==> src/source/cache_pkg.sv <==
// cache widths, vector typedefs and the refill state encoding
package cache_pkg;

    // ====================
    // address split
    // ====================
    localparam int ADDR_WIDTH   = 16;
    localparam int OFFSET_WIDTH = 4;
    localparam int INDEX_WIDTH  = 5;
    localparam int TAG_WIDTH    = ADDR_WIDTH - INDEX_WIDTH - OFFSET_WIDTH;

    // data and organisation
    localparam int WORD_WIDTH     = 32;
    localparam int LINE_WIDTH     = 128;
    localparam int WORDS_PER_LINE = LINE_WIDTH / WORD_WIDTH;
    localparam int NUM_WAYS       = 2;

    // ====================
    // vector types
    // ====================
    typedef logic [ADDR_WIDTH-1:0]             addr_t;
    typedef logic [TAG_WIDTH-1:0]              tag_t;
    typedef logic [INDEX_WIDTH-1:0]            index_t;
    typedef logic [$clog2(WORDS_PER_LINE)-1:0] word_sel_t;
    typedef logic [WORD_WIDTH-1:0]             word_t;
    typedef logic [LINE_WIDTH-1:0]             line_t;
    typedef logic [$clog2(NUM_WAYS)-1:0]       way_t;

    // miss controller states
    typedef enum logic [2:0] {
        IDLE,
        WRITEBACK,
        FETCH_REQ,
        FETCH_WAIT,
        DONE
    } refill_state_t;

endpackage

==> src/source/cache_if.sv <==
// req_stage_if, set_read_if, line_write_if and refill_if with their modports

// stage one item as seen by stage two, hold goes back upstream
interface req_stage_if;
    import cache_pkg::*;
    logic  valid;
    logic  write;
    addr_t addr;
    word_t wdata;
    logic  hold;
    modport lookup  (output valid, write, addr, wdata, input hold);
    modport resolve (input valid, write, addr, wdata, output hold);
endinterface


==> src/source/cache_lookup.sv <==
// cache_lookup: stage one request register and array read index select
module cache_lookup (
    input  logic              clk,
    input  logic              rstn,
    input  logic              req_valid,
    input  logic              req_write,
    input  cache_pkg::addr_t  req_addr,
    input  cache_pkg::word_t  req_wdata,
    output logic              req_ready,
    output cache_pkg::index_t rd_index,
    req_stage_if.lookup       stage
);
    import cache_pkg::*;

    logic accept;

    // no new work while stage two waits on a miss
    assign req_ready = !stage.hold;
    assign accept    = req_valid && req_ready;

    always_ff @(posedge clk or negedge rstn) begin
        if (!rstn) begin
            stage.valid <= 1'b0;
        end else if (!stage.hold) begin
            stage.valid <= req_valid;
        end
    end

    // request fields, kept as is during hold
    always_ff @(posedge clk) begin
        if (accept) begin
            stage.write <= req_write;
            stage.addr  <= req_addr;
            stage.wdata <= req_wdata;
        end
    end

    // ====================
    // array read index
    // ====================
    // held index re-read every cycle so an installed line
    // shows up for the waiting item
    always_comb begin
        if (accept) begin
            rd_index = req_addr[OFFSET_WIDTH +: INDEX_WIDTH];
        end else begin
            rd_index = stage.addr[OFFSET_WIDTH +: INDEX_WIDTH];
        end
    end

endmodule

==> src/flat_wrapper.sv <==
// flat-port wrapper written by rule: the top's interface ports become plain ports
module cache_lookup_flat import cache_pkg::*;
  (clk, rstn, req_valid, req_write, req_addr, req_wdata, req_ready, rd_index, stage_valid, stage_write, stage_addr, stage_wdata, stage_hold);
  req_stage_if stage_i ();
  input  logic clk;
  input  logic rstn;
  input  logic req_valid;
  input  logic req_write;
  input  cache_pkg::addr_t req_addr;
  input  cache_pkg::word_t req_wdata;
  output logic req_ready;
  output cache_pkg::index_t rd_index;
  output wire logic [$bits(stage_i.valid)-1:0] stage_valid;
  output wire logic [$bits(stage_i.write)-1:0] stage_write;
  output wire logic [$bits(stage_i.addr)-1:0] stage_addr;
  output wire logic [$bits(stage_i.wdata)-1:0] stage_wdata;
  input wire logic [$bits(stage_i.hold)-1:0] stage_hold;
  assign stage_valid = stage_i.valid;
  assign stage_write = stage_i.write;
  assign stage_addr = stage_i.addr;
  assign stage_wdata = stage_i.wdata;
  assign stage_i.hold = stage_hold;
  cache_lookup u_core (.clk(clk), .rstn(rstn), .req_valid(req_valid), .req_write(req_write), .req_addr(req_addr), .req_wdata(req_wdata), .req_ready(req_ready), .rd_index(rd_index), .stage(stage_i));
endmodule
==> config.mk <==
export PLATFORM = sky130hd
export DESIGN_NAME = cache_lookup_flat
export DESIGN_NICKNAME = d
export VERILOG_FILES = /design/src/source/cache_pkg.sv /design/src/source/cache_if.sv /design/src/source/cache_lookup.sv /design/src/flat_wrapper.sv
export SDC_FILE = /design/constraint.sdc
export NUM_CORES = 1
export LEC_CHECK = 0
export BUFFER_PORTS_ARGS = -buffer_cell sky130_fd_sc_hd__buf_2
export CORE_MARGIN = 5
export CORE_UTILIZATION = 40
export CTS_BUF_LIST = sky130_fd_sc_hd__clkbuf_16
export DETAILED_ROUTE_END_ITERATION = 10
export GPL_ROUTABILITY_DRIVEN = 0
export PLACE_DENSITY = 0.77
export SLEW_MARGIN = 20
export SYNTH_ARGS = -nofsm -noshare
export SYNTH_HDL_FRONTEND = slang
export SYNTH_SLANG_ARGS = --single-unit
==> constraint.sdc <==
create_clock -name clk -period 0.8 [get_ports clk]
set_input_delay 0.04 -clock clk [delete_from_list [all_inputs] [get_ports clk]]
set_output_delay 0.04 -clock clk [all_outputs]
set_load 0.01 [all_outputs]
Yosys cells after proc, flatten, opt, wreduce, memory -nomap -nowiden
Cells that the tools add are included.
{ "classes": {"n_mux": 1, "n_reduce_logical": 2} }
{ "op_table": {"columns": ["cell", "n"], "rows": [
  ["$mux 5", 1],
  ["$logic_and 1x1->1", 1],
  ["$logic_not 1->1", 1]
]} }
{ "totals": {"register_bits": 50, "elab_cells": 7} }

Depth between registers and ports, before layout
{ "depth": {"depth_word": 3, "depth_mapped": 3, "depth_no_buf": 2} }

Worst setup path before layout
OpenSTA, ideal clock, no wires.
{ "synth_path": {"kind": "input to register", "start": "input stage_hold", "end": "register u_core.stage.addr[0] (enable)", "setup_ns": 0.403, "t_arrival_ns": 1.257, "setup_slack_ns": -0.861, "path_stages": 3, "path_cell_list": "nand2b_4 buf_6 inv_1"} }
{ "synth_via": {"elab_chain_len": 2} }
{ "synth_rtl": {"columns": ["element", "line", "rtl"], "rows": [
  ["from (decl)", "flat_wrapper.sv:17", "input wire logic [$bits(stage_i.hold)-1:0] stage_hold;"],
  ["$logic_not 1->1", null, null],
  ["$logic_and 1x1->1", "cache_lookup.sv:19", "assign accept = req_valid && req_ready;"],
  ["net u_core.accept", "cache_lookup.sv:15", "logic accept;"],
  ["to (signal assigned)", "cache_lookup.sv:33", "stage.addr <= req_addr;"],
  ["to (decl)", "cache_if.sv:11", "modport lookup (output valid, write, addr, wdata, input hold);"]
]} }
The timed path passes the listed nets, and every way through them passes these cells.
A chain may end at the register's enable or synchronous reset.

Worst setup path after layout
{ "layout_path": {"start": "register u_core.stage.addr[5]", "end": "output rd_index[1]"} }
{ "layout_via": {"elab_chain_len": 1} }
{ "layout_rtl": {"columns": ["element", "line", "rtl"], "rows": [
  ["$mux 5", "cache_lookup.sv:44", "if (accept) begin"],
  ["to (decl)", "flat_wrapper.sv:12", "output cache_pkg::index_t rd_index;"]
]} }
No other way between the ends.

==> impl_metrics.yaml <==
layout:
  n_fill_cell: 250
  layout.nets: 284
  syn_to_final_growth_pct: 85.0
  final_area_um2: 2980
  final_cell_mix: "buf_2 (100), dlygate4sd3_1 (51), edfxtp_1 (49), buf_6 (8)"
  layout.cells.non_filler: 282
  drive_above_1_share: 0.545
  final_common_cell: "buf_2"
  regArea_um2: 1500
  multiInputGateArea_um2: 96.3
global_route:
  grt_pass1_wl_um: 7070
  grt_pass1_vias: 1410
  track_usage: 0.184
  antenna_found_initial: 0
  grt_max_degree: 28
  gr-total-overflow: 0
yosys:
  synth_seq_cells: 50
  syn_avg_cell_area_um2: 26.4
  netlist_instances: 61
  synth_top_cell_area_share: 0.913
  synth_area_leaders: "edfxtp_1 (91%), mux2_4 (4.7%), dfrtp_1 (1.6%), nand2b_4 (0.85%), buf_6 (0.70%)"
  synth_area_um2: 1610
  ys_seq_area_frac: 0.929
  syn-num-nets: 114
  yosys_warnings: 0
  yosysTopAreaCell: "edfxtp_1"
  synth.distinct_cells: 7
clock_tree:
  clk-insertion-delay-late_ns: 0.27
  cts_sinks: 50
  htreeDepth: 2
  clk_pin_slew_ns: 0.06
  cts_tree: "done"
  cts_made_buffers: 5
  clockBufferDepth: 2
  clock_tree.root_cell: "clkbuf_16"
sta:
  rsz0062_at_grt: "true"
  worst_slack_ns: -0.300
  period_minus_slack_ns: 1.10
  setup_viol: 55
  finalHoldViolations: 0
  slew_violations: 0
  clock_skew_ns: 0
  tightest_slew_ns: 0.145
  post-route-period-util: 1.37
  timing.slew.headroom: 0.903
  timing.fmax_ghz: 0.909
status:
  violations: "setup timing"
  status: "finished with violations"
floorplanning:
  dieArea_um2: 5400
  rows: 23
  die_y_um: 73.5
  die_x_um: 73.5
  io_pins: 109
  design.core.area_um2: 3940
  initial_utilization: 0.409
setup_path:
  crit_chain: "mux2_4, buf_6"
  cp_top_family: "flip-flops"
  path_class: "flip-flop to primary output"
  max_stage_delay_ns: 0.39
  worst-path-buf-inv: 1
  end_kind: "primary output"
  cp-start-kind: "flip-flop"
  slowest_stage: "edfxtp_1"
  cp_data_arrival_time_ns: 1.06
  crit_path_max_fanout: 2
  crit_required_ns: 0.76
drt:
  vias: 1224
  drtIter0Drc: 56
  ant_nets: 0
  wire_per_inst_um: 17.1
  routed_wirelength_um: 4830
  drt-vias-per-instance: 4.34
  route.detailed.drc: 0
  first_pass_iters: 4
place:
  dpl-instance-area_um2: 2270
  placed_cells: 222
  port_buffers: 108
worst_hold_path:
  hp-class: "input pin to flip-flop"
pwr:
  vdd_drop_max_mv: 1.48
  leakage_nw: 1.30
  power_density_nw_per_um2: 1970
flow_run:
  drv_cap: 0
per-layer routing:
metal	global-route usage	vias to the layer above	wire [um]
met1	0.161	581	1450
li1	-	577	-
met4	0.0584	0	40
met2	0.378	62	2950
met5	0	-	0
met3	0.0588	4	384
cell families (layout without fill, tap and decap cells):
kind of cell	Yosys count	count (layout)	share of synthesized area
DFF	50	50	0.929
muxes	5	5	0.0466
and+or+nand+nor	3	3	0.0132
buffers and inverters	3	173	0.0116
other	0	1	0
power breakdown:
| group | leakage [nW] | total [W] | internal [W] | switching (W) |
|---|---|---|---|---|
| registers | 0.472 | 0.00312 | 0.00307 | 0.0000502 |
| logic | 0.757 | 0.000836 | 0.000488 | 0.000348 |
| clock network | 0.0671 | 0.00192 | 0.00113 | 0.000796 |
area by class of cell:
cell class | instances | share of cell area
Tap cell | 50 | 0.0210
Clock buffer | 5 | 0.0420
Multi-Input combinational cell | 8 | 0.0323
Inverter | 2 | 0.00378
Sequential cell | 50 | 0.502
Timing Repair Buffer | 164 | 0.394
Clock inverter | 2 | 0.00378
Antenna cell | 1 | 0.000839
per-stage QoR:
step                      setup TNS [ns]  hold WS, ns   util  setup slack (ns)  power [W]
after global routing               -4.76       0.0594  0.756            -0.326    0.00611
after detailed placement           -6.54       -0.184  0.577            -0.132    0.00376
after floorplan                   -26.95       -0.256      -            -0.550    0.00338
after CTS                          -3.55       0.0326  0.754            -0.322    0.00591
after global placement             -6.12       -0.184  0.577            -0.124    0.00374
final                              -3.11       0.0378  0.756            -0.300    0.00588
worst reg2reg max path: stages (launching register included):
cell     delay [ns]
dfrtp_1        0.37
nand2_1        0.06
nand2_1        0.05
cell usage after synthesis, drive strengths merged:
| master | number |
|---|---|
| edfxtp | 49 |
| mux2 | 5 |
| inv | 2 |
| nand2 | 2 |
| buf | 1 |
| dfrtp | 1 |
| nand2b | 1 |
worst paths after layout:
kind | start | slack, ns | cells past startpoint | endpoint
max | u_core.stage.addr[5] | -0.30 | 2 | rd_index[1]
min | req_valid | 0.04 | 3 | u_core.stage.valid
max reg2reg | u_core.stage.valid | 0.21 | 2 | u_core.stage.valid
min reg2reg | u_core.stage.valid | 0.48 | 2 | u_core.stage.valid
max in group asynchronous | rstn | 0.65 | 2 | u_core.stage.valid
min in group asynchronous | rstn | 0.07 | 2 | u_core.stage.valid
timing repair:
action / in CTS / in global routing
cloned: 0 / 0
setup endpoints to repair: 55 / 55
hold buffers: 51 / 0
hold endpoints to repair: 51 / 0
setup buffers: 2 / 0
gates resized for setup: 7 / 1
sequential cells by signal (all words and copies together) (netlist names):
signal	flops
u_core.stage.addr	16
u_core.stage.valid	1
u_core.stage.wdata	32
u_core.stage.write	1
Note: power is estimated with default switching activity, not from simulation.
