--- src/source/cache_pkg.sv ---
// cache widths, vector typedefs and the refill state encoding
package cache_pkg;

    // ====================
    // address split
    // ====================
    localparam int ADDR_WIDTH   = 16;
    localparam int OFFSET_WIDTH = 4;
    localparam int INDEX_WIDTH  = 5;
    localparam int TAG_WIDTH    = ADDR_WIDTH - INDEX_WIDTH - OFFSET_WIDTH;

    // data and organisation
    localparam int WORD_WIDTH     = 32;
    localparam int LINE_WIDTH     = 128;
    localparam int WORDS_PER_LINE = LINE_WIDTH / WORD_WIDTH;
    localparam int NUM_WAYS       = 2;

    // ====================
    // vector types
    // ====================
    typedef logic [ADDR_WIDTH-1:0]             addr_t;
    typedef logic [TAG_WIDTH-1:0]              tag_t;
    typedef logic [INDEX_WIDTH-1:0]            index_t;
    typedef logic [$clog2(WORDS_PER_LINE)-1:0] word_sel_t;
    typedef logic [WORD_WIDTH-1:0]             word_t;
    typedef logic [LINE_WIDTH-1:0]             line_t;
    typedef logic [$clog2(NUM_WAYS)-1:0]       way_t;

    // miss controller states
    typedef enum logic [2:0] {
        IDLE,
        WRITEBACK,
        FETCH_REQ,
        FETCH_WAIT,
        DONE
    } refill_state_t;

endpackage

--- src/source/cache_if.sv ---


// miss hand-off between resolve and the refill controller
interface refill_if;
    import cache_pkg::*;
    logic  start;
    logic  victim_dirty;
    addr_t victim_addr;
    line_t victim_line;
    addr_t fill_addr;
    logic  done;
    line_t fill_line;
    modport resolve (output start, victim_dirty, victim_addr, victim_line, fill_addr,
                     input done, fill_line);
    modport refill  (input start, victim_dirty, victim_addr, victim_line, fill_addr,
                     output done, fill_line);
endinterface

--- src/source/cache_refill.sv ---
// cache_refill: miss FSM for dirty victim write-back and line fetch
module cache_refill (
    input  logic             clk,
    input  logic             rstn,
    refill_if.refill         refill,
    output logic             mem_req_valid,
    output logic             mem_req_write,
    output cache_pkg::addr_t mem_req_addr,
    output cache_pkg::line_t mem_req_wdata,
    input  logic             mem_req_ready,
    input  logic             mem_rsp_valid,
    input  cache_pkg::line_t mem_rsp_line
);
    import cache_pkg::*;

    refill_state_t state;
    refill_state_t next_state;

    addr_t victim_addr_q;
    line_t victim_line_q;
    addr_t fill_addr_q;
    line_t fill_line_q;

    always_ff @(posedge clk or negedge rstn) begin
        if (!rstn) begin
            state <= IDLE;
        end else begin
            state <= next_state;
        end
    end

    // ====================
    // next state
    // ====================
    always_comb begin
        next_state = state;
        case (state)
            IDLE: begin
                if (refill.start) begin
                    next_state = refill.victim_dirty ? WRITEBACK : FETCH_REQ;
                end
            end
            WRITEBACK:  if (mem_req_ready) next_state = FETCH_REQ;
            FETCH_REQ:  if (mem_req_ready) next_state = FETCH_WAIT;
            FETCH_WAIT: if (mem_rsp_valid) next_state = DONE;
            DONE:       next_state = IDLE;
            default:    next_state = IDLE;
        endcase
    end

    // miss fields captured at start, fetched line at response
    always_ff @(posedge clk) begin
        if (state == IDLE && refill.start) begin
            victim_addr_q <= refill.victim_addr;
            victim_line_q <= refill.victim_line;
            fill_addr_q   <= refill.fill_addr;
        end
        if (state == FETCH_WAIT && mem_rsp_valid) begin
            fill_line_q <= mem_rsp_line;
        end
    end

    // request fields stay steady while valid is up
    assign mem_req_valid  = (state == WRITEBACK) || (state == FETCH_REQ);
    assign mem_req_write  = (state == WRITEBACK);
    assign mem_req_addr   = (state == WRITEBACK) ? victim_addr_q : fill_addr_q;
    assign mem_req_wdata  = victim_line_q;
    assign refill.done      = (state == DONE);
    assign refill.fill_line = fill_line_q;

endmodule

--- src/flat_wrapper.sv ---
// flat-port wrapper written by rule: the top's interface ports become plain ports
module cache_refill_flat import cache_pkg::*;
  (clk, rstn, mem_req_valid, mem_req_write, mem_req_addr, mem_req_wdata, mem_req_ready, mem_rsp_valid, mem_rsp_line, refill_start, refill_victim_dirty, refill_victim_addr, refill_victim_line, refill_fill_addr, refill_done, refill_fill_line);
  refill_if refill_i ();
  input  logic clk;
  input  logic rstn;
  output logic mem_req_valid;
  output logic mem_req_write;
  output cache_pkg::addr_t mem_req_addr;
  output cache_pkg::line_t mem_req_wdata;
  input  logic mem_req_ready;
  input  logic mem_rsp_valid;
  input  cache_pkg::line_t mem_rsp_line;
  input wire logic [$bits(refill_i.start)-1:0] refill_start;
  input wire logic [$bits(refill_i.victim_dirty)-1:0] refill_victim_dirty;
  input wire logic [$bits(refill_i.victim_addr)-1:0] refill_victim_addr;
  input wire logic [$bits(refill_i.victim_line)-1:0] refill_victim_line;
  input wire logic [$bits(refill_i.fill_addr)-1:0] refill_fill_addr;
  output wire logic [$bits(refill_i.done)-1:0] refill_done;
  output wire logic [$bits(refill_i.fill_line)-1:0] refill_fill_line;
  assign refill_i.start = refill_start;
  assign refill_i.victim_dirty = refill_victim_dirty;
  assign refill_i.victim_addr = refill_victim_addr;
  assign refill_i.victim_line = refill_victim_line;
  assign refill_i.fill_addr = refill_fill_addr;
  assign refill_done = refill_i.done;
  assign refill_fill_line = refill_i.fill_line;
  cache_refill u_core (.clk(clk), .rstn(rstn), .refill(refill_i), .mem_req_valid(mem_req_valid), .mem_req_write(mem_req_write), .mem_req_addr(mem_req_addr), .mem_req_wdata(mem_req_wdata), .mem_req_ready(mem_req_ready), .mem_rsp_valid(mem_rsp_valid), .mem_rsp_line(mem_rsp_line));
endmodule
--- config.mk ---
export PLATFORM = sky130hd
export DESIGN_NAME = cache_refill_flat
export DESIGN_NICKNAME = d
export VERILOG_FILES = /design/src/source/cache_pkg.sv /design/src/source/cache_if.sv /design/src/source/cache_refill.sv /design/src/flat_wrapper.sv
export SDC_FILE = /design/constraint.sdc
export NUM_CORES = 1
export LEC_CHECK = 0
export BUFFER_PORTS_ARGS = -buffer_cell sky130_fd_sc_hd__buf_4
export CORE_AREA = 10 10 216 218
export CTS_CLUSTER_SIZE = 28
export DETAILED_ROUTE_END_ITERATION = 8
export DIE_AREA = 0 0 226 228
export MAX_ROUTING_LAYER = met4
export SYNTH_ARGS = -nofsm -noshare
export SYNTH_HDL_FRONTEND = slang
export SYNTH_SLANG_ARGS = --single-unit
--- constraint.sdc ---
create_clock -name clk -period 48.2 [get_ports clk]
set_clock_uncertainty 0.2 [all_clocks]
set_input_delay 9.64 -clock clk [delete_from_list [all_inputs] [get_ports clk]]
set_output_delay 9.64 -clock clk [all_outputs]
set_load 0.1 [all_outputs]
======== After elaboration in Yosys (flattened, before gate mapping) ========
Index checks and enable logic that the tools add are counted.
word-level totals
  bits in registers ....................... 291
  logic and storage cells ................. 25
cells by class
  equal/unequal tests ..................... 8
  mux-type cells .......................... 7
  reduce and logical (&&, ||, !) cells .... 5
operators by type and width
  kind                                           count
  two-way mux 16 bit                             1
  two-way mux 3 bit                              4
  case mux 3 bit (4 select lines)                1
  == test 3 x 2 -> 1 bit, second input constant  2
  != test 2 bit, second input constant           3
  AND reduction 4 bit                            1
  == test 3 x 1 -> 1 bit, second input constant  1
  == test 3 bit, second input constant           1
  logical NOT 3 bit                              1
  logical AND 1 bit                              2
  two-way mux 2 bit                              1
  != test 2 x 1 -> 1 bit, second input constant  1
  logical OR 1 bit                               1

======== Longest topological paths before layout ========
  depth in word-level cells ............... 3
  gate-level depth with buffers ........... 4
  depth with buffers taken out ............ 3

======== Worst setup path after synthesis ========
Ideal clock, no wire load.
  path type ............................... in2reg
  from .................................... input port refill_start
  to ...................................... register u_core.fill_addr_q[0], enable pin
  setup time .............................. 1127 ps
  arrival time ............................ 25669 ps
  required time ........................... 46873 ps
  path slack .............................. 21204 ps
  stages on the path ...................... 1
  path through ............................ nor4b_1
on the way
  word-level cells in the longest chain between the ends .. 1
RTL lines
  what                  RTL line            text
  from (decl)           flat_wrapper.sv:14  input wire logic [$bits(refill_i.start)-1:0] refill_start;
  logical AND 1 bit     cache_refill.sv:53  if (state == IDLE && refill.start) begin
  to (signal assigned)  cache_refill.sv:56  fill_addr_q <= refill.fill_addr;
  to (decl)             cache_refill.sv:21  addr_t fill_addr_q;
No other way between the ends.
A chain may end at the register's enable or synchronous reset.

======== Final worst setup path ========
  from .................................... register u_core.state[0]
  to ...................................... output port mem_req_addr[1]
on the way
  word-level cells in the longest chain between the ends .. 2
RTL lines
  what                    RTL line            text
  from (decl)             cache_refill.sv:16  refill_state_t state;
  from (signal assigned)  cache_refill.sv:28  state <= next_state;
  == test 3 x 1 -> 1 bit  cache_refill.sv:66  assign mem_req_addr = (state == WRITEBACK) ? victim_addr_q : fill_addr_q;
  two-way mux 16 bit      cache_refill.sv:66
  to (decl)               flat_wrapper.sv:9   output cache_pkg::addr_t mem_req_addr;
No other way between the ends.

==> run_results.csv <==
group,metric,value,unit
power,vdd_drop_max,0.0330,mV
clock_tree,numCtsBuffers,34,
drt,wl_met2,16100,um
power,power.switching,0.445,mW
timing,fin_crit_sh,0.253,
clock_tree,holdBufCountCts,0,
drt,dr_total_vias,5767,
die,io_pins,569,
worst_setup_path,crit_required,38360,ps
synthesis,mappedNetlistNets,622,
die,chipWidth,226,um
synthesis,ys_ff_latch,291,
power,p_leak,6.11,nW
power,p_per_area,66.1,nW/um2
layout,nets,1226,
die,rows,76,
global_routing,grt_use_total,0.122,
worst_setup_path,path_buf_inv,2,
worst_setup_path,cp-start-kind,"flop",
power,comb_power_share,0.404,
synthesis,ys_seq_area_frac,0.957,
power,pwr-share-clk,0.250,
timing,setup_viol,0,
clock_tree,cts_setup_buffers,0,
clock_tree,clk_latency,520,ps
timing,tns,0,ps
synthesis,netlist_instances,328,
clock_tree,h-tree-depth,2,
synthesis,syn_area_per_cell,27.8,um2
power,internal-power,0.557,mW
worst_setup_path,path_delay_family,"buffers and inverters",
worst_setup_path,crit_arrival,2330,ps
run_status,status,"completed",
clock_tree,cts_tree,"done",
place,gp_congestion,0.811,
worst_setup_path,path_common_cell,"buf_4",
synthesis,ys_types,24,
clock_tree,max-clock-path-buffers,3,
global_routing,grt_pass1_wl,44400,um
place,dpl.hpwl,25900,um
global_routing,antenna_found_initial,0,
timing,slew_headroom,0.307,
worst_setup_path,cp_cell_sequence,"nor3b_4 -> buf_4 -> mux2_2 -> buf_4",
layout,antenna_cells,0,
place,dp.cells,1442,
drt,viasPerCell,3.84,
worst_setup_path,path_max_fanout,17,
clock_tree,post_cts_resized,0,
flow_run,drv_cap,0,
global_routing,overflow,0,
clock_tree,cts.sinks,291,
min_path,hp-class,"flop to flop",
drt,routedWlPerCell,21.6,um
die,die_h,228,um
place,port_buffers,568,
drt,drt-pass1-iter-count,4,
global_routing,grt_max_degree,161,
worst_setup_path,crit_type,"flop to output pin",
die,coreArea,42500,um2
power,switching_share,0.444,
layout,fillCellCount,4002,
drt,top_layer_used,"met4",
timing,drv_slew,0,
drt,dr.first_iter.drc_count,328,
power,pwr-share-seq,0.346,
layout,drive_above_1_share,0.671,
synthesis,ys.warnings.count,0,
drt,ant_nets,0,
clock_tree,cts_root_buffer,"clkbuf_16",
place,pre_cts_slack,36110,ps
worst_setup_path,cp_slowest_stage_delay,560,ps
drt,wl_met3,4360,um
timing,setup_ws,36030,ps
drt,drt-met1-wl,11300,um
global_routing,first_global_vias,6374,
synthesis,synth_area,9110,um2
die,die_area,51500,um2
timing,worst_pin_slew,1040,ps
layout,final_cells,1503,
layout,area_delta_synth_final,66.5,%
clock_tree,path_clk_slew,60,ps
timing,max_freq,82.1,MHz
die,initial_utilization,0.214,
worst_setup_path,critPathSlowestCell,"dfrtp_1",
timing,hold_violations,0,
timing,rsz0062_at_grt,"no",
worst_setup_path,critPathCaptureType,"output pin",
timing,min_period,12170,ps
drt,wl,32500,um
drt,post-route-drc-count,0,
## registers in the layout, summed over array words and instances, names as in the netlist
register                 cells
u_core.fill_addr_q          16
u_core.mem_req_wdata       128
u_core.refill.fill_line    128
u_core.state                 3
u_core.victim_addr_q        16
## cells in the final DEF, fill, tap and decap left out, types with 2 or more instances in the layout
| cell type | instances |
|---|---|
| clkinv_1 | 5 |
| inv_6 | 2 |
| bufinv_16 | 2 |
| dfrtp_1 | 3 |
| buf_4 | 571 |
| clkbuf_16 | 37 |
| mux2_4 | 9 |
| mux2_2 | 7 |
| edfxtp_1 | 288 |
| clkinv_2 | 6 |
| clkbuf_1 | 7 |
## through the flow
step | area (um2) | util | power (mW) | hold slack (ps)
2_1_floorplan | 9110 | - | 0.677 | 319
3_3_place_gp | 14100 | 0.331 | 0.759 | 406
3_5_place_dp | 14100 | 0.331 | 0.761 | 441
4_1_cts | 15200 | 0.357 | 1.02 | 454
5_1_grt | 15200 | 0.357 | 1.04 | 479
6_report | 15200 | 0.357 | 1.00 | 454
## cell type report
type,instances,area [um2],share of cell area
sequential,291,8720,0.575
timing repair buffer,572,4310,0.284
clock buffer,45,966,0.0637
tap,546,683,0.0450
multi-input combinational,32,354,0.0233
clock inverter,16,135,0.00891
inverter,1,3.75,0.000247
## logic make-up (layout without fill, tap and decap cells)
family,Yosys count,in the layout,share of synthesized area
XOR/XNOR,1,1,0.000961
multiplexers,16,16,0.0235
buffers and inverters,5,634,0.00480
flip-flops,291,291,0.957
AO/OA/AOI/OAI,5,5,0.00384
AND/OR/NAND/NOR,10,10,0.00961
## layer usage
layer	vias to the layer above	GRT usage
li1	2555	-
met1	2747	0.123
met2	415	0.202
met3	50	0.0648
met4	0	0.0382
met5	-	-
## cells in the mapped netlist, drive strengths merged
cell | instances | area share
nor2 | 1 | 0.00041
buf | 3 | 0.0040
or3b | 1 | 0.00096
nor2b | 1 | 0.00069
a21oi | 1 | 0.00055
a311oi | 1 | 0.00096
edfxtp | 288 | 0.95
nor3b | 2 | 0.0029
inv | 1 | 0.00041
a221oi | 1 | 0.00096
nand2 | 1 | 0.00041
and4b | 2 | 0.0025
mux2 | 16 | 0.023
xnor2 | 1 | 0.00096
o21ai | 1 | 0.00055
nor4b | 1 | 0.00096
clkbuf | 1 | 0.00041
dfrtp | 3 | 0.0082
nand3b | 1 | 0.00082
o31ai | 1 | 0.00082
## power by group through the flow
stage                     sequential (mW)  clock (mW)  combinational, mW
after global routing                0.351       0.270              0.415
after floorplan                     0.592           0             0.0848
after detailed placement            0.352           0              0.409
after global placement              0.351           0              0.408
after CTS                           0.347       0.262              0.409
final                               0.347       0.251              0.405
## worst paths after layout
| kind | from | to | slack (ps) | depth (start not counted) |
|---|---|---|---|---|
| max in group asynchronous | rstn | u_core.state[1] | 38990 | 1 |
| min in group asynchronous | rstn | u_core.state[2] | 8700 | 1 |
| worst min register to register | u_core.state[2] | u_core.state[1] | 450 | 1 |
| worst max-delay path | u_core.state[0] | mem_req_addr[1] | 36030 | 4 |
| worst max register to register | u_core.state[1] | u_core.refill.fill_line[31] | 45220 | 3 |
| worst min-delay path | u_core.state[2] | u_core.state[1] | 450 | 1 |
Note: power is estimated with default switching activity, not from simulation.
