==> src/source/cache_pkg.sv <==
// cache widths, vector typedefs and the refill state encoding
package cache_pkg;

    // ====================
    // address split
    // ====================
    localparam int ADDR_WIDTH   = 16;
    localparam int OFFSET_WIDTH = 4;
    localparam int INDEX_WIDTH  = 5;
    localparam int TAG_WIDTH    = ADDR_WIDTH - INDEX_WIDTH - OFFSET_WIDTH;

    // data and organisation
    localparam int WORD_WIDTH     = 32;
    localparam int LINE_WIDTH     = 128;
    localparam int WORDS_PER_LINE = LINE_WIDTH / WORD_WIDTH;
    localparam int NUM_WAYS       = 2;

    // ====================
    // vector types
    // ====================
    typedef logic [ADDR_WIDTH-1:0]             addr_t;
    typedef logic [TAG_WIDTH-1:0]              tag_t;
    typedef logic [INDEX_WIDTH-1:0]            index_t;
    typedef logic [$clog2(WORDS_PER_LINE)-1:0] word_sel_t;
    typedef logic [WORD_WIDTH-1:0]             word_t;
    typedef logic [LINE_WIDTH-1:0]             line_t;
    typedef logic [$clog2(NUM_WAYS)-1:0]       way_t;

    // miss controller states
    typedef enum logic [2:0] {
        IDLE,
        WRITEBACK,
        FETCH_REQ,
        FETCH_WAIT,
        DONE
    } refill_state_t;

endpackage

==> src/source/cache_if.sv <==
// req_stage_if, set_read_if, line_write_if and refill_if with their modports

// stage one item as seen by stage two, hold goes back upstream
interface req_stage_if;
    import cache_pkg::*;
    logic  valid;
    logic  write;
    addr_t addr;
    word_t wdata;
    logic  hold;
    modport lookup  (output valid, write, addr, wdata, input hold);
    modport resolve (input valid, write, addr, wdata, output hold);
endinterface

// registered contents of one set, both ways
interface set_read_if;
    import cache_pkg::*;
    tag_t                tag [NUM_WAYS];
    logic [NUM_WAYS-1:0] valid;
    logic [NUM_WAYS-1:0] dirty;
    line_t               line [NUM_WAYS];
    way_t                lru;
    modport arrays  (output tag, valid, dirty, line, lru);
    modport resolve (input tag, valid, dirty, line, lru);
endinterface

// single way update plus LRU touch
interface line_write_if;
    import cache_pkg::*;
    logic   we;
    logic   touch;
    way_t   way;
    index_t index;
    tag_t   tag;
    logic   dirty;
    line_t  line;
    modport resolve (output we, touch, way, index, tag, dirty, line);
    modport arrays  (input we, touch, way, index, tag, dirty, line);
endinterface

// miss hand-off between resolve and the refill controller
interface refill_if;
    import cache_pkg::*;
    logic  start;
    logic  victim_dirty;
    addr_t victim_addr;
    line_t victim_line;
    addr_t fill_addr;
    logic  done;
    line_t fill_line;
    modport resolve (output start, victim_dirty, victim_addr, victim_line, fill_addr,
                     input done, fill_line);
    modport refill  (input start, victim_dirty, victim_addr, victim_line, fill_addr,
                     output done, fill_line);
endinterface

==> src/source/cache_resolve.sv <==
// cache_resolve: hit compare, read response, write merge, LRU touch, miss hand-off, install
module cache_resolve (
    input  logic             clk,
    input  logic             rstn,
    req_stage_if.resolve     stage,
    set_read_if.resolve      rd,
    line_write_if.resolve    wr,
    refill_if.resolve        refill,
    output logic             rsp_valid,
    output cache_pkg::word_t rsp_data
);
    import cache_pkg::*;

    // replace one word of a line
    function automatic line_t merge_word(line_t base, word_sel_t sel, word_t data);
        line_t merged;
        merged = base;
        merged[sel*WORD_WIDTH +: WORD_WIDTH] = data;
        return merged;
    endfunction

    tag_t                req_tag;
    index_t              req_index;
    word_sel_t           req_sel;
    logic [NUM_WAYS-1:0] hit_vec;
    way_t                hit_way;
    line_t               hit_line;
    way_t                victim_way;
    way_t                victim_q;
    logic                pending;
    logic                lookup_hit;
    logic                miss_start;
    logic                fill_done;

    assign req_tag   = stage.addr[ADDR_WIDTH-1 -: TAG_WIDTH];
    assign req_index = stage.addr[OFFSET_WIDTH +: INDEX_WIDTH];
    assign req_sel   = stage.addr[OFFSET_WIDTH-1 -: $bits(word_sel_t)];

    // ====================
    // tag compare
    // ====================
    always_comb begin
        hit_way = '0;
        for (int w = 0; w < NUM_WAYS; w++) begin
            hit_vec[w] = rd.valid[w] && (rd.tag[w] == req_tag);
            if (hit_vec[w]) begin
                hit_way = way_t'(w);
            end
        end
    end

    assign hit_line   = rd.line[hit_way];
    assign lookup_hit = stage.valid && !pending && (|hit_vec);
    assign miss_start = stage.valid && !pending && !(|hit_vec);
    assign fill_done  = pending && refill.done;

    // hold drops in the done cycle so the next request can enter
    assign stage.hold = miss_start || (pending && !refill.done);

    // victim fields go to the refill controller with start
    assign victim_way          = rd.lru;
    assign refill.start        = miss_start;
    assign refill.victim_dirty = rd.valid[victim_way] && rd.dirty[victim_way];
    assign refill.victim_addr  = {rd.tag[victim_way], req_index, {OFFSET_WIDTH{1'b0}}};
    assign refill.victim_line  = rd.line[victim_way];
    assign refill.fill_addr    = {req_tag, req_index, {OFFSET_WIDTH{1'b0}}};

    always_ff @(posedge clk or negedge rstn) begin
        if (!rstn) begin
            pending  <= 1'b0;
            victim_q <= '0;
        end else if (miss_start) begin
            pending  <= 1'b1;
            victim_q <= victim_way;
        end else if (refill.done) begin
            pending  <= 1'b0;
        end
    end

    // ====================
    // array update
    // ====================
    always_comb begin
        wr.we    = 1'b0;
        wr.touch = lookup_hit || fill_done;
        wr.way   = fill_done ? victim_q : hit_way;
        wr.index = req_index;
        wr.tag   = req_tag;
        wr.dirty = 1'b1;
        wr.line  = merge_word(hit_line, req_sel, stage.wdata);
        if (lookup_hit && stage.write) begin
            wr.we = 1'b1;
        end
        if (fill_done) begin
            // reads install clean, writes merged and dirty
            wr.we    = 1'b1;
            wr.dirty = stage.write;
            if (stage.write) begin
                wr.line = merge_word(refill.fill_line, req_sel, stage.wdata);
            end else begin
                wr.line = refill.fill_line;
            end
        end
    end

    // read responses only
    always_ff @(posedge clk or negedge rstn) begin
        if (!rstn) begin
            rsp_valid <= 1'b0;
        end else begin
            rsp_valid <= (lookup_hit || fill_done) && !stage.write;
        end
    end

    always_ff @(posedge clk) begin
        if (lookup_hit) begin
            rsp_data <= hit_line[req_sel*WORD_WIDTH +: WORD_WIDTH];
        end else if (fill_done) begin
            rsp_data <= refill.fill_line[req_sel*WORD_WIDTH +: WORD_WIDTH];
        end
    end

endmodule

==> src/flat_wrapper.sv <==
// flat-port wrapper written by rule: the top's interface ports become plain ports
module cache_resolve_flat import cache_pkg::*;
  (clk, rstn, rsp_valid, rsp_data, stage_valid, stage_write, stage_addr, stage_wdata, stage_hold, rd_tag, rd_valid, rd_dirty, rd_line, rd_lru, wr_we, wr_touch, wr_way, wr_index, wr_tag, wr_dirty, wr_line, refill_start, refill_victim_dirty, refill_victim_addr, refill_victim_line, refill_fill_addr, refill_done, refill_fill_line);
  req_stage_if stage_i ();
  set_read_if rd_i ();
  line_write_if wr_i ();
  refill_if refill_i ();
  input  logic clk;
  input  logic rstn;
  output logic rsp_valid;
  output cache_pkg::word_t rsp_data;
  input wire logic [$bits(stage_i.valid)-1:0] stage_valid;
  input wire logic [$bits(stage_i.write)-1:0] stage_write;
  input wire logic [$bits(stage_i.addr)-1:0] stage_addr;
  input wire logic [$bits(stage_i.wdata)-1:0] stage_wdata;
  output wire logic [$bits(stage_i.hold)-1:0] stage_hold;
  input wire logic [$bits(rd_i.tag)-1:0] rd_tag;
  input wire logic [$bits(rd_i.valid)-1:0] rd_valid;
  input wire logic [$bits(rd_i.dirty)-1:0] rd_dirty;
  input wire logic [$bits(rd_i.line)-1:0] rd_line;
  input wire logic [$bits(rd_i.lru)-1:0] rd_lru;
  output wire logic [$bits(wr_i.we)-1:0] wr_we;
  output wire logic [$bits(wr_i.touch)-1:0] wr_touch;
  output wire logic [$bits(wr_i.way)-1:0] wr_way;
  output wire logic [$bits(wr_i.index)-1:0] wr_index;
  output wire logic [$bits(wr_i.tag)-1:0] wr_tag;
  output wire logic [$bits(wr_i.dirty)-1:0] wr_dirty;
  output wire logic [$bits(wr_i.line)-1:0] wr_line;
  output wire logic [$bits(refill_i.start)-1:0] refill_start;
  output wire logic [$bits(refill_i.victim_dirty)-1:0] refill_victim_dirty;
  output wire logic [$bits(refill_i.victim_addr)-1:0] refill_victim_addr;
  output wire logic [$bits(refill_i.victim_line)-1:0] refill_victim_line;
  output wire logic [$bits(refill_i.fill_addr)-1:0] refill_fill_addr;
  input wire logic [$bits(refill_i.done)-1:0] refill_done;
  input wire logic [$bits(refill_i.fill_line)-1:0] refill_fill_line;
  assign stage_i.valid = stage_valid;
  assign stage_i.write = stage_write;
  assign stage_i.addr = stage_addr;
  assign stage_i.wdata = stage_wdata;
  assign stage_hold = stage_i.hold;
  assign rd_i.tag = {>>{rd_tag}};
  assign rd_i.valid = rd_valid;
  assign rd_i.dirty = rd_dirty;
  assign rd_i.line = {>>{rd_line}};
  assign rd_i.lru = rd_lru;
  assign wr_we = wr_i.we;
  assign wr_touch = wr_i.touch;
  assign wr_way = wr_i.way;
  assign wr_index = wr_i.index;
  assign wr_tag = wr_i.tag;
  assign wr_dirty = wr_i.dirty;
  assign wr_line = wr_i.line;
  assign refill_start = refill_i.start;
  assign refill_victim_dirty = refill_i.victim_dirty;
  assign refill_victim_addr = refill_i.victim_addr;
  assign refill_victim_line = refill_i.victim_line;
  assign refill_fill_addr = refill_i.fill_addr;
  assign refill_i.done = refill_done;
  assign refill_i.fill_line = refill_fill_line;
  cache_resolve u_core (.clk(clk), .rstn(rstn), .stage(stage_i), .rd(rd_i), .wr(wr_i), .refill(refill_i), .rsp_valid(rsp_valid), .rsp_data(rsp_data));
endmodule
==> config.mk <==
export PLATFORM = sky130hd
export DESIGN_NAME = cache_resolve_flat
export DESIGN_NICKNAME = d
export VERILOG_FILES = /design/src/source/cache_pkg.sv /design/src/source/cache_if.sv /design/src/source/cache_resolve.sv /design/src/flat_wrapper.sv
export SDC_FILE = /design/constraint.sdc
export NUM_CORES = 1
export LEC_CHECK = 0
export BUFFER_PORTS_ARGS = -buffer_cell sky130_fd_sc_hd__clkbuf_2
export CAP_MARGIN = 20
export CORE_AREA = 3 3 305 307
export CTS_BUF_LIST = sky130_fd_sc_hd__clkbuf_4 sky130_fd_sc_hd__clkbuf_8
export CTS_CLUSTER_DIAMETER = 100
export CTS_CLUSTER_SIZE = 20
export DETAILED_ROUTE_END_ITERATION = 10
export DIE_AREA = 0 0 308 310
export GPL_TIMING_DRIVEN = 0
export PLACE_DENSITY = 0.38
export SKIP_LAST_GASP = 1
export SLEW_MARGIN = 20
export SYNTH_ARGS = -nofsm -noshare
export SYNTH_HDL_FRONTEND = slang
export SYNTH_SLANG_ARGS = --single-unit
==> constraint.sdc <==
create_clock -name clk -period 4.2 [get_ports clk]
set_input_delay 0.84 -clock clk [delete_from_list [all_inputs] [get_ports clk]]
set_output_delay 0.84 -clock clk [all_outputs]
set_load 0.01 [all_outputs]
; ---- Word-level counts from Yosys, hierarchy flattened
; Index checks and enable logic that the tools add are counted.
[op_classes]
add_sub_neg = 1
n_lt_le_gt_ge = 3
n_eq_ne = 2
shift = 4
mux = 26
bitwise = 2
n_reduce_logical = 19
[ops]
columns = op, n
row1 = $mux 128, 8
row2 = $bwmux 128, 2
row3 = $shiftx 128x8->32, 2
row4 = $shift 32x34->128 const A, 1
row5 = $shiftx 32x34->128, 1
row6 = $mux 32, 2
row7 = $neg 7->34, 1
row8 = $mux 7, 3
row9 = $eq 7x7->1, 2
row10 = $mux 1, 11
row11 = $logic_and 1x1->1, 10
row12 = $ge 2x2->1 const B, 2
row13 = $logic_not 1->1, 4
row14 = $not 1->2, 2
row15 = $reduce_bool 2->1, 2
row16 = $logic_or 1x1->1, 2
row17 = $lt 1x2->1 const B, 1
row18 = $reduce_or 2->1, 1
[word_totals]
regBits = 35
inputBits = 456
wordCells = 61

; ---- Longest topological paths before layout
; Gate-level depths: netlist of the first run.
[logic_depth]
word_depth = 9
ltp_mapped = 10
depth_no_buf = 7

; ---- Least setup slack after synthesis of the first run
; No wires, ideal clock.
[synth_timing]
kind = input -> output
start = input stage_addr[2]
end = output wr_line[22]
arrival_ns = 2.710
t_required_ns = 3.360
slack_ns = 0.650
path_stages = 10
n_path_buf = 3
cell_sequence = buf_2 > buf_2 > inv_1 > ha_1 > nor3b_1 > clkbuf_1 > nand2_1 > nand2_1 > o21ai_0 > a31oi_1
[synth_between]
elab_chain_len = 5
[synth_lines]
columns = item, line
row1 = start: declaration, flat_wrapper.sv:14  ; input wire logic [$bits(stage_i.addr)-1:0] stage_addr;
row2 = $neg 7->34 *, cache_resolve.sv:18  ; merged[sel*WORD_WIDTH +: WORD_WIDTH] = data;
row3 = $shiftx 32x34->128 or $shift 32x34->128 (tied branches), cache_resolve.sv:18
row4 = $bwmux 128, cache_resolve.sv:18
row5 = $mux 128, cache_resolve.sv:98  ; if (stage.write) begin
row6 = $mux 128 *, cache_resolve.sv:94  ; if (fill_done) begin
row7 = end: declaration, flat_wrapper.sv:28  ; output wire logic [$bits(wr_i.line)-1:0] wr_line;
; Mark *: on every way between the ends. The rest lies on a longest branch, timed or not.

; ---- Final worst setup path of the first run
[layout_timing]
start = input stage_addr[3]
end = output wr_line[49]
; The elaborated chain is that of the path after synthesis.

==> impl_metrics.py, run 1 <==
metrics = {
    "sta": {
        "max_freq_mhz": 239.9,
        "worstMarginPinSlew_ps": 1259,
        "maxSlewHeadroom_pct": 16.06,
        "rsz0062_at_grt": "true",
        "fin_crit_sh_pct": 99.24,
        "finalMaxSlewViolations": 0,
        "skew_ps": 16.72,
        "setup_viol": 0,
        "fin_tns_setup_ps": 0,
        "hold_viol_final": 0,
        "fin_crit_ps": 4168,
        "setup_ws_ps": 32.03,
        "holdWs_ps": 226.9,
    },
    "finish": {
        "syn2layout_area_growth_pct": 55.12,
        "regArea_sq_um": 1036,
        "fin_util_pct": 18.70,
        "most-common-layout-cells": "clkbuf_2, nand2_1, o21ai_0, mux2_2, a31oi_1",
        "multi_input_area_sq_um": 9024,
        "fin_nets": 2851,
        "final_cells": 3576,
        "design_area_sq_um": 16880,
        "n_fill_cell": 10550,
        "final_common_cell": "clkbuf_2",
        "drive_above_1_share_pct": 50.73,
    },
    "floorplan": {
        "die_area_sq_um": 95480,
        "ios": 796,
        "die_w_microns": 308,
        "initial_utilization_pct": 12.05,
        "core_sq_um": 90290,
        "row_count": 110,
        "die_h_microns": 310,
    },
    "critical_path": {
        "cp_cell_sequence": "clkbuf_2 -> clkbuf_4 -> inv_1 -> ha_1 -> and2_2 -> clkbuf_2 -> o21ai_0 -> o21ai_1 -> a31oi_1 -> clkbuf_2",
        "critical_path_depth": 10,
        "cpMostUsedCell": "clkbuf_2",
        "crit_slowest_cell": "and2_2",
        "cp-end-kind": "primary output",
        "crit_required_ps": 3360,
        "reg2reg_to": "u_core.rsp_data[29]",
        "worst_r2r_path_depth": 7,
        "cp-start-kind": "input port",
        "cp_num_buf_inv": 5,
        "crit_arrival_ps": 3330,
        "crit_path_max_incr_delay_ps": 430,
        "cp_top_family": "buffers and inverters",
        "r2r-start": "u_core.pending",
        "endpoint": "wr_line[49]",
        "ff2ff_setup_slack_ps": 880,
        "worstSetupPathType": "input port to primary output",
        "critPathLaunch": "stage_addr[3]",
        "path_max_fanout": 10,
    },
    "placement": {
        "dpl_worst_slack_ps": -1183,
        "place_congestion": 0.8946,
        "dp.cells": 3557,
        "dpl-instance-area_sq_um": 16420,
        "dp_hpwl_microns": 98980,
        "portBuffers": 779,
    },
    "global_route": {
        "grt-ovfl-total": 0,
        "grt_pass1_vias": 16450,
        "antenna_found_initial": 16,
        "grt_pass1_wl_microns": 153900,
        "track_usage_pct": 23.88,
        "grt_util_met3_pct": 4.247,
        "grt_max_degree": 18,
        "grt_util_met1_pct": 31.59,
        "gr-max-usage-layer": "met2",
        "grt_use_met2_pct": 39.78,
    },
    "clock_network": {
        "clock_path_buffers": 2,
        "cts.htree.levels": 2,
        "clock_latency_ps": 380,
        "cts_hold_buf": 0,
        "cts_root_buf": "clkbuf_8",
        "clk_pin_slew_ps": 130,
        "cts_tree": "done",
        "numCtsBuffers": 5,
        "clock-sinks": 35,
    },
    "flow_run": {
        "drv_cap": 0,
    },
    "drt": {
        "drt_iter0_markers": 1367,
        "via_per_inst": 4.665,
        "vias": 16680,
        "dr.pass1.iters": 6,
        "drtAntennaViolNets": 0,
        "wire_per_inst_microns": 33.70,
        "routed_wl_microns": 120500,
        "drc": 0,
    },
    "logic_synthesis": {
        "synth-seq-cells": 35,
        "synth_top_flop_cell": "edfxtp_1",
        "yosysWarningCount": 0,
        "async_flop_share_pct": 8.571,
        "ys_types": 38,
        "netlist_instances": 1589,
        "synth_edf_count": 32,
        "syn_area_sq_um": 10880,
        "syn_area_per_cell_sq_um": 6.848,
        "yosysSeqAreaShare_pct": 9.521,
    },
    "power_and_ir_drop": {
        "p_leak_nw": 7.615,
        "total_power_mw": 3.109,
        "ir_worst_vdd_mv": 0.1057,
        "p_per_area_nw_per_um2": 184.2,
    },
    "min_path": {
        "hold_class": "input port to async pin",
    },
    "run_status": {
        "status": "finished clean",
    },
}
## state kept, by name (all words and copies together), names as in the netlist
register,flops
u_core.victim_q,1
u_core.pending,1
u_core.rsp_valid,1
u_core.rsp_data,32
## repair_timing
action,CTS,global route
buffers inserted,1,2
resized for setup,100,55
pin swaps,1,0
gates cloned,0,0
endpoints found under the hold margin,0,0
endpoints found under the setup margin,129,98
## logic make-up after synthesis
kind of cell | count (synthesis) | synth area share (%)
compound gates | 547 | 30.73
xor+xnor | 14 | 1.127
fa+ha+maj | 5 | 0.5749
buf+inv | 199 | 9.095
flops | 35 | 9.520
mux | 296 | 29.62
other cells | 1 | 0.03446
simple gates | 492 | 19.29
## area by class of cell
cell class	count	share of cell area, %
clock inverter	3	0.2298
clock buffer	5	0.4077
inverter	3	0.08895
buffer	195	6.953
multi-input combinational	1362	53.46
tap	1176	8.717
sequential	35	6.137
timing repair buffer	788	23.88
antenna	9	0.1334
## where the power goes
part	switching (mW)	internal, mW
logic	1.44	0.820
clock network	0.238	0.176
registers	0.0109	0.421
total	1.69	1.42
## routing by layer
metal | up-vias | share of wire, %
met3 | 129 | 6.1
met1 | 8316 | 44
li1 | 7381 | -
met4 | 8 | 2.6
met5 | - | 0.046
met2 | 848 | 47
## synth_stat cells (32+ instances only)
library cell  instances  area, sq um
mux2i_1              97        970.9
a31oi_1             128        800.8
nor2b_1              32        200.2
buf_2                53        265.3
edfxtp_1             32        960.9
o21ai_1              34        170.2
a21oi_1              95        475.5
nand3_1              34        170.2
mux2_2              198         2230
buf_4                38        285.3
clkbuf_1             98        367.9
o21ai_0             224         1121
nand2b_1             35        219.0
nand2_1             370         1389
## worst min-delay path by stage
| stage | from | end | cells after the start |
|---|---|---|---|
| 3_3_place_gp | u_core.victim_q | u_core.victim_q | 1 |
| 5_1_grt | rstn | u_core.victim_q | 1 |
| 3_5_place_dp | u_core.victim_q | u_core.victim_q | 1 |
| 2_1_floorplan | u_core.victim_q | u_core.victim_q | 1 |
| 6_report | rstn | u_core.victim_q | 1 |
| 4_1_cts | rstn | u_core.victim_q | 1 |
(Power assumes the default switching activity.)
==> run 2, diff against run 1 <==
--- a/config.mk
+++ b/config.mk
@@ -7,14 +7,15 @@
 export LEC_CHECK = 0
 export BUFFER_PORTS_ARGS = -buffer_cell sky130_fd_sc_hd__clkbuf_2
 export CAP_MARGIN = 20
-export CORE_AREA = 3 3 305 307
-export CTS_BUF_LIST = sky130_fd_sc_hd__clkbuf_4 sky130_fd_sc_hd__clkbuf_8
+export CELL_PAD_IN_SITES_DETAIL_PLACEMENT = 1
+export CELL_PAD_IN_SITES_GLOBAL_PLACEMENT = 2
+export CORE_AREA = 2 2 311 313
 export CTS_CLUSTER_DIAMETER = 100
 export CTS_CLUSTER_SIZE = 20
 export DETAILED_ROUTE_END_ITERATION = 10
-export DIE_AREA = 0 0 308 310
+export DIE_AREA = 0 0 313 315
 export GPL_TIMING_DRIVEN = 0
-export PLACE_DENSITY = 0.38
+export PLACE_DENSITY = 0.58
 export SKIP_LAST_GASP = 1
 export SLEW_MARGIN = 20
 export SYNTH_ARGS = -nofsm -noshare
==> run 2 against run 1 <==
  * Non-clock buffer count is 1 lower
  * Global-route usage down 0.43 points
  * Power grew 1.2%
  * Combinational power barely moved
  * Maximum frequency down 0.40%
  * Worst setup slack lost 17 ps
  * Worst hold slack better by 66 ps
  * Final cell count increased by 2.9%
  * Design area rose by 0.52%
  * Flip-flop and latch count is the same
  * Register-to-register slack worse by 170 ps
  * Critical path type unchanged
  * Critical endpoint is now wr_line[94]
  * Highest routed layer unchanged
==> impl_metrics.py, run 2 (same netlist as run 1, synthesis figures left out) <==
metrics = {
    "power_and_ir_drop": {
        "p_per_area_nw_per_um2": 185.4,
        "total_power_mw": 3.146,
        "ir_worst_vdd_mv": 0.1343,
        "p_leak_nw": 7.606,
    },
    "floorplan": {
        "initial_utilization_pct": 11.37,
        "die_w_microns": 313,
        "die_h_microns": 315,
        "ios": 796,
        "core_sq_um": 95710,
        "row_count": 114,
        "die_area_sq_um": 98600,
    },
    "clock_network": {
        "clock-sinks": 35,
        "cts_root_buf": "clkbuf_16",
        "cts_tree": "done",
        "cts.htree.levels": 2,
        "clock_path_buffers": 2,
        "numCtsBuffers": 5,
        "clk_pin_slew_ps": 90,
        "clock_latency_ps": 340,
    },
    "placement": {
        "dp_hpwl_microns": 97970,
        "place_congestion": 0.8680,
        "portBuffers": 779,
    },
    "drt": {
        "wire_per_inst_microns": 32.78,
        "drc": 0,
        "dr.pass1.iters": 5,
        "drt_iter0_markers": 1216,
        "drtAntennaViolNets": 0,
        "vias": 16590,
        "via_per_inst": 4.510,
        "routed_wl_microns": 120600,
    },
    "finish": {
        "most-common-layout-cells": "clkbuf_2, nand2_1, o21ai_0, mux2_2, a31oi_1",
        "drive_above_1_share_pct": 50.25,
        "n_fill_cell": 11850,
        "largest_register_ffs": 32,
        "fin_util_pct": 17.73,
        "top_register": "u_core.rsp_data",
        "syn2layout_area_growth_pct": 55.93,
        "final_common_cell": "clkbuf_2",
        "fin_nets": 2850,
    },
    "sta": {
        "max_freq_mhz": 239.0,
        "skew_ps": 13.37,
        "rsz0062_at_grt": "true",
        "fin_crit_sh_pct": 99.64,
        "fin_crit_ps": 4185,
        "setup_viol": 0,
        "hold_viol_final": 0,
        "fin_tns_setup_ps": 0,
        "worstMarginPinSlew_ps": 1247,
        "finalMaxSlewViolations": 0,
        "maxSlewHeadroom_pct": 16.86,
    },
    "critical_path": {
        "ff2ff_setup_slack_ps": 710,
        "worstSetupPathType": "input port to primary output",
        "crit_arrival_ps": 3340,
        "cp_top_family": "buffers and inverters",
        "r2r-start": "u_core.pending",
        "crit_slowest_cell": "clkbuf_2",
        "cpMostUsedCell": "clkbuf_2",
        "crit_required_ps": 3360,
        "cp_num_buf_inv": 6,
        "crit_path_max_incr_delay_ps": 410,
        "cp-end-kind": "primary output",
        "worst_r2r_path_depth": 7,
        "cp-start-kind": "input port",
        "cp_cell_sequence": "clkbuf_2 -> buf_8 -> buf_6 -> inv_1 -> ha_1 -> nand2_1 -> nand2_2 -> clkbuf_2 -> o21ai_1 -> a31oi_2 -> clkbuf_2",
        "reg2reg_to": "u_core.rsp_data[28]",
        "path_max_fanout": 10,
    },
    "global_route": {
        "track_usage_pct": 23.46,
        "grt-ovfl-total": 0,
        "grt_pass1_vias": 17000,
        "grt_pass1_wl_microns": 156900,
        "grt_max_degree": 19,
        "antenna_found_initial": 18,
    },
    "run_status": {
        "status": "finished clean",
    },
    "flow_run": {
        "drv_cap": 0,
    },
    "min_path": {
        "hold_class": "input port to async pin",
    },
}
==> run 2: changes by cell type in the layout (fill, tap and decap cells not counted), sizes merged <==
cell,delta
buf,+3
diode,+3
inv,+1
bufinv,-1
clkbuf,-1
clkinvlp,-1
clkinv,-2
==> run 2: layout make-up <==
| type | instances | area [sq um] | share of cell area, % |
|---|---|---|---|
| Multi-Input combinational cell | 1362 | 8992 | 53.00 |
| Timing Repair Buffer | 787 | 4015 | 23.66 |
| Tap cell | 1276 | 1597 | 9.409 |
| Buffer | 195 | 1150 | 6.777 |
| Sequential cell | 35 | 1036 | 6.106 |
| Clock buffer | 8 | 136.4 | 0.8038 |
| Antenna cell | 12 | 30.03 | 0.1770 |
| Inverter | 3 | 11.26 | 0.06637 |
==> run 2: routing by layer <==
layer  track usage (%)  up-vias  wire, microns
li1                  -     7382              -
met1             30.43     8412          53180
met2             41.24      676          59420
met3             3.473      104           6031
met4             4.328       12           1848
met5                 0        -             78
==> run 2: through the flow <==
stage | cell area [sq um] | std cells | worst slack (ps) | hold slack (ps)
finish | 16970 | 3678 | 15.31 | 293.1
global route | 16950 | 3670 | -60.33 | 285.2
CTS | 16860 | 3664 | -33.96 | 275.2
detailed placement | 16510 | 3656 | -1060 | 507.7
global placement | 16400 | 3651 | -2274 | 494.2
floorplan | 10910 | 1596 | 649.9 | 480.6
==> run 2: repair_timing <==
| item | CTS | global route |
|---|---|---|
| buffers inserted | 1 | 2 |
| pin swaps | 1 | 2 |
| gates resized for setup | 89 | 42 |
| endpoints found under the setup margin | 129 | 77 |
| hold buffers | 0 | 0 |
==> run 2: worst max path at each step <==
stage	start	to	cells after the start
6_report	stage_addr[2]	wr_line[94]	11
4_1_cts	stage_addr[2]	wr_line[19]	11
5_1_grt	stage_addr[2]	wr_line[94]	11
3_3_place_gp	stage_addr[14]	wr_touch	8
2_1_floorplan	stage_addr[2]	wr_line[22]	10
3_5_place_dp	stage_addr[3]	wr_line[19]	8
==> run 2: report_power, final <==
part	switching, mW	internal (mW)
Clock	0.239	0.224
Combinational	1.44	0.810
Sequential	0.0104	0.421
==> run 3, diff against run 2 <==
--- a/config.mk
+++ b/config.mk
@@ -16,6 +16,7 @@
 export DIE_AREA = 0 0 313 315
 export GPL_TIMING_DRIVEN = 0
 export PLACE_DENSITY = 0.58
+export SETUP_SLACK_MARGIN = 0.15
 export SKIP_LAST_GASP = 1
 export SLEW_MARGIN = 20
 export SYNTH_ARGS = -nofsm -noshare
==> run 3 against run 2 <==
  * Clock power barely moved
  * Wire length barely moved
  * Combinational power barely moved
  * Largest power group unchanged
  * Maximum frequency rose by 3.7%
  * Via count fell by 0.13%
  * Sequential power barely moved
==> impl_metrics.py, run 3 (same netlist as run 1, synthesis figures left out) <==
metrics = {
    "placement": {
        "portBuffers": 779,
        "dp_hpwl_microns": 97970,
        "place_congestion": 0.8680,
        "dp.cells": 3656,
    },
    "critical_path": {
        "worstSetupPathType": "input port to primary output",
        "crit_arrival_ps": 3200,
        "crit_required_ps": 3360,
        "cp-start-kind": "input port",
        "worst_r2r_path_depth": 7,
        "cp-end-kind": "primary output",
        "ff2ff_setup_slack_ps": 660,
        "r2r-start": "u_core.pending",
        "path_max_fanout": 10,
        "critPathLaunch": "refill_done",
    },
    "clock_network": {
        "cts_root_buf": "clkbuf_16",
        "clock-sinks": 35,
        "cts_hold_buf": 0,
        "clk_pin_slew_ps": 90,
        "cts_tree": "done",
        "cts.htree.levels": 2,
        "clock_latency_ps": 340,
        "clock_path_buffers": 2,
        "numCtsBuffers": 5,
    },
    "sta": {
        "maxSlewHeadroom_pct": 18.14,
        "holdWs_ps": 289.9,
        "finalMaxSlewViolations": 0,
        "skew_ps": 13.47,
        "setup_viol": 0,
        "hold_viol_final": 0,
        "worstMarginPinSlew_ps": 1228,
        "fin_crit_sh_pct": 96.10,
        "fin_tns_setup_ps": 0,
        "max_freq_mhz": 247.8,
        "rsz0062_at_grt": "true",
        "fin_crit_ps": 4036,
    },
    "drt": {
        "wire_per_inst_microns": 32.76,
        "drc": 0,
        "vias": 16560,
        "routed_wl_microns": 120500,
        "via_per_inst": 4.501,
        "drt_iter0_markers": 1159,
        "dr.pass1.iters": 5,
        "drtAntennaViolNets": 0,
    },
    "finish": {
        "fin_nets": 2853,
        "top_register": "u_core.rsp_data",
        "largest_register_ffs": 32,
        "final_common_cell": "clkbuf_2",
        "syn2layout_area_growth_pct": 56.80,
        "drive_above_1_share_pct": 50.61,
        "final_cells": 3680,
        "most-common-layout-cells": "clkbuf_2, nand2_1, o21ai_0, mux2_2, a31oi_1",
    },
    "floorplan": {
        "initial_utilization_pct": 11.37,
        "ios": 796,
        "core_sq_um": 95710,
        "die_h_microns": 315,
        "die_w_microns": 313,
        "die_area_sq_um": 98600,
        "row_count": 114,
    },
    "global_route": {
        "antenna_found_initial": 18,
        "grt_max_degree": 19,
        "grt-ovfl-total": 0,
        "grt_pass1_vias": 17010,
        "grt_pass1_wl_microns": 156900,
        "track_usage_pct": 23.46,
    },
    "power_and_ir_drop": {
        "ir_worst_vdd_mv": 0.1344,
        "p_per_area_nw_per_um2": 185.1,
        "p_leak_nw": 7.640,
    },
    "flow_run": {
        "drv_cap": 0,
    },
    "run_status": {
        "status": "finished clean",
    },
    "min_path": {
        "hold_class": "input port to async pin",
    },
}
run 3: area by class of cell:
cell class                 count  area, sq um
multi-input combinational   1362         9016
fill                       11860        78650
antenna                       11        27.53
inverter                       3        15.01
clock buffer                   8        136.4
tap                         1276         1597
buffer                       196         1217
sequential                    35         1036
timing repair buffer         789         4018
run 3: critical path, cell delays in order:
cell,delay [ps]
clkbuf_2,120
and2_1,160
clkbuf_2,270
nor2_2,600
clkbuf_1,730
a31oi_1,250
clkbuf_2,200
run 3: final timing paths:
| check | to |
|---|---|
| hold reg to reg | u_core.victim_q |
| setup / recovery | wr_line[97] |
| hold / removal | u_core.victim_q |
| max in group asynchronous | u_core.pending |
| min in group clk | u_core.victim_q |
| setup reg to reg | u_core.rsp_data[28] |
run 3: per-layer routing:
metal | track usage, % | wire length [microns]
met1 | 30.49 | 53090
met5 | 0 | 72
met4 | 4.317 | 1763
met2 | 41.20 | 59520
met3 | 3.453 | 6099
run 3: timing repair:
item	in CTS	in global routing
hold endpoints to repair	0	0
setup buffers	4	1
gates resized for setup	124	36
pin swaps	2	3
endpoints found under the setup margin	148	88
run 3: stage by stage:
step | area, sq um | power [mW] | util (%) | setup WS (ps)
4_1_cts | 16990 | 3.205 | 17.75 | 105.8
3_3_place_gp | 16400 | 2.656 | 17.14 | -2274
6_report | 17060 | 3.158 | 17.83 | 164.0
2_1_floorplan | 10910 | 1.393 | - | 649.9
5_1_grt | 17050 | 3.322 | 17.81 | 136.7
3_5_place_dp | 16510 | 2.667 | 17.25 | -1060
run 3: report_power, final:
group / switching (mW) / internal, mW
logic: 1.44 / 0.818
clock network: 0.241 / 0.224
registers: 0.0104 / 0.421
total: 1.70 / 1.46
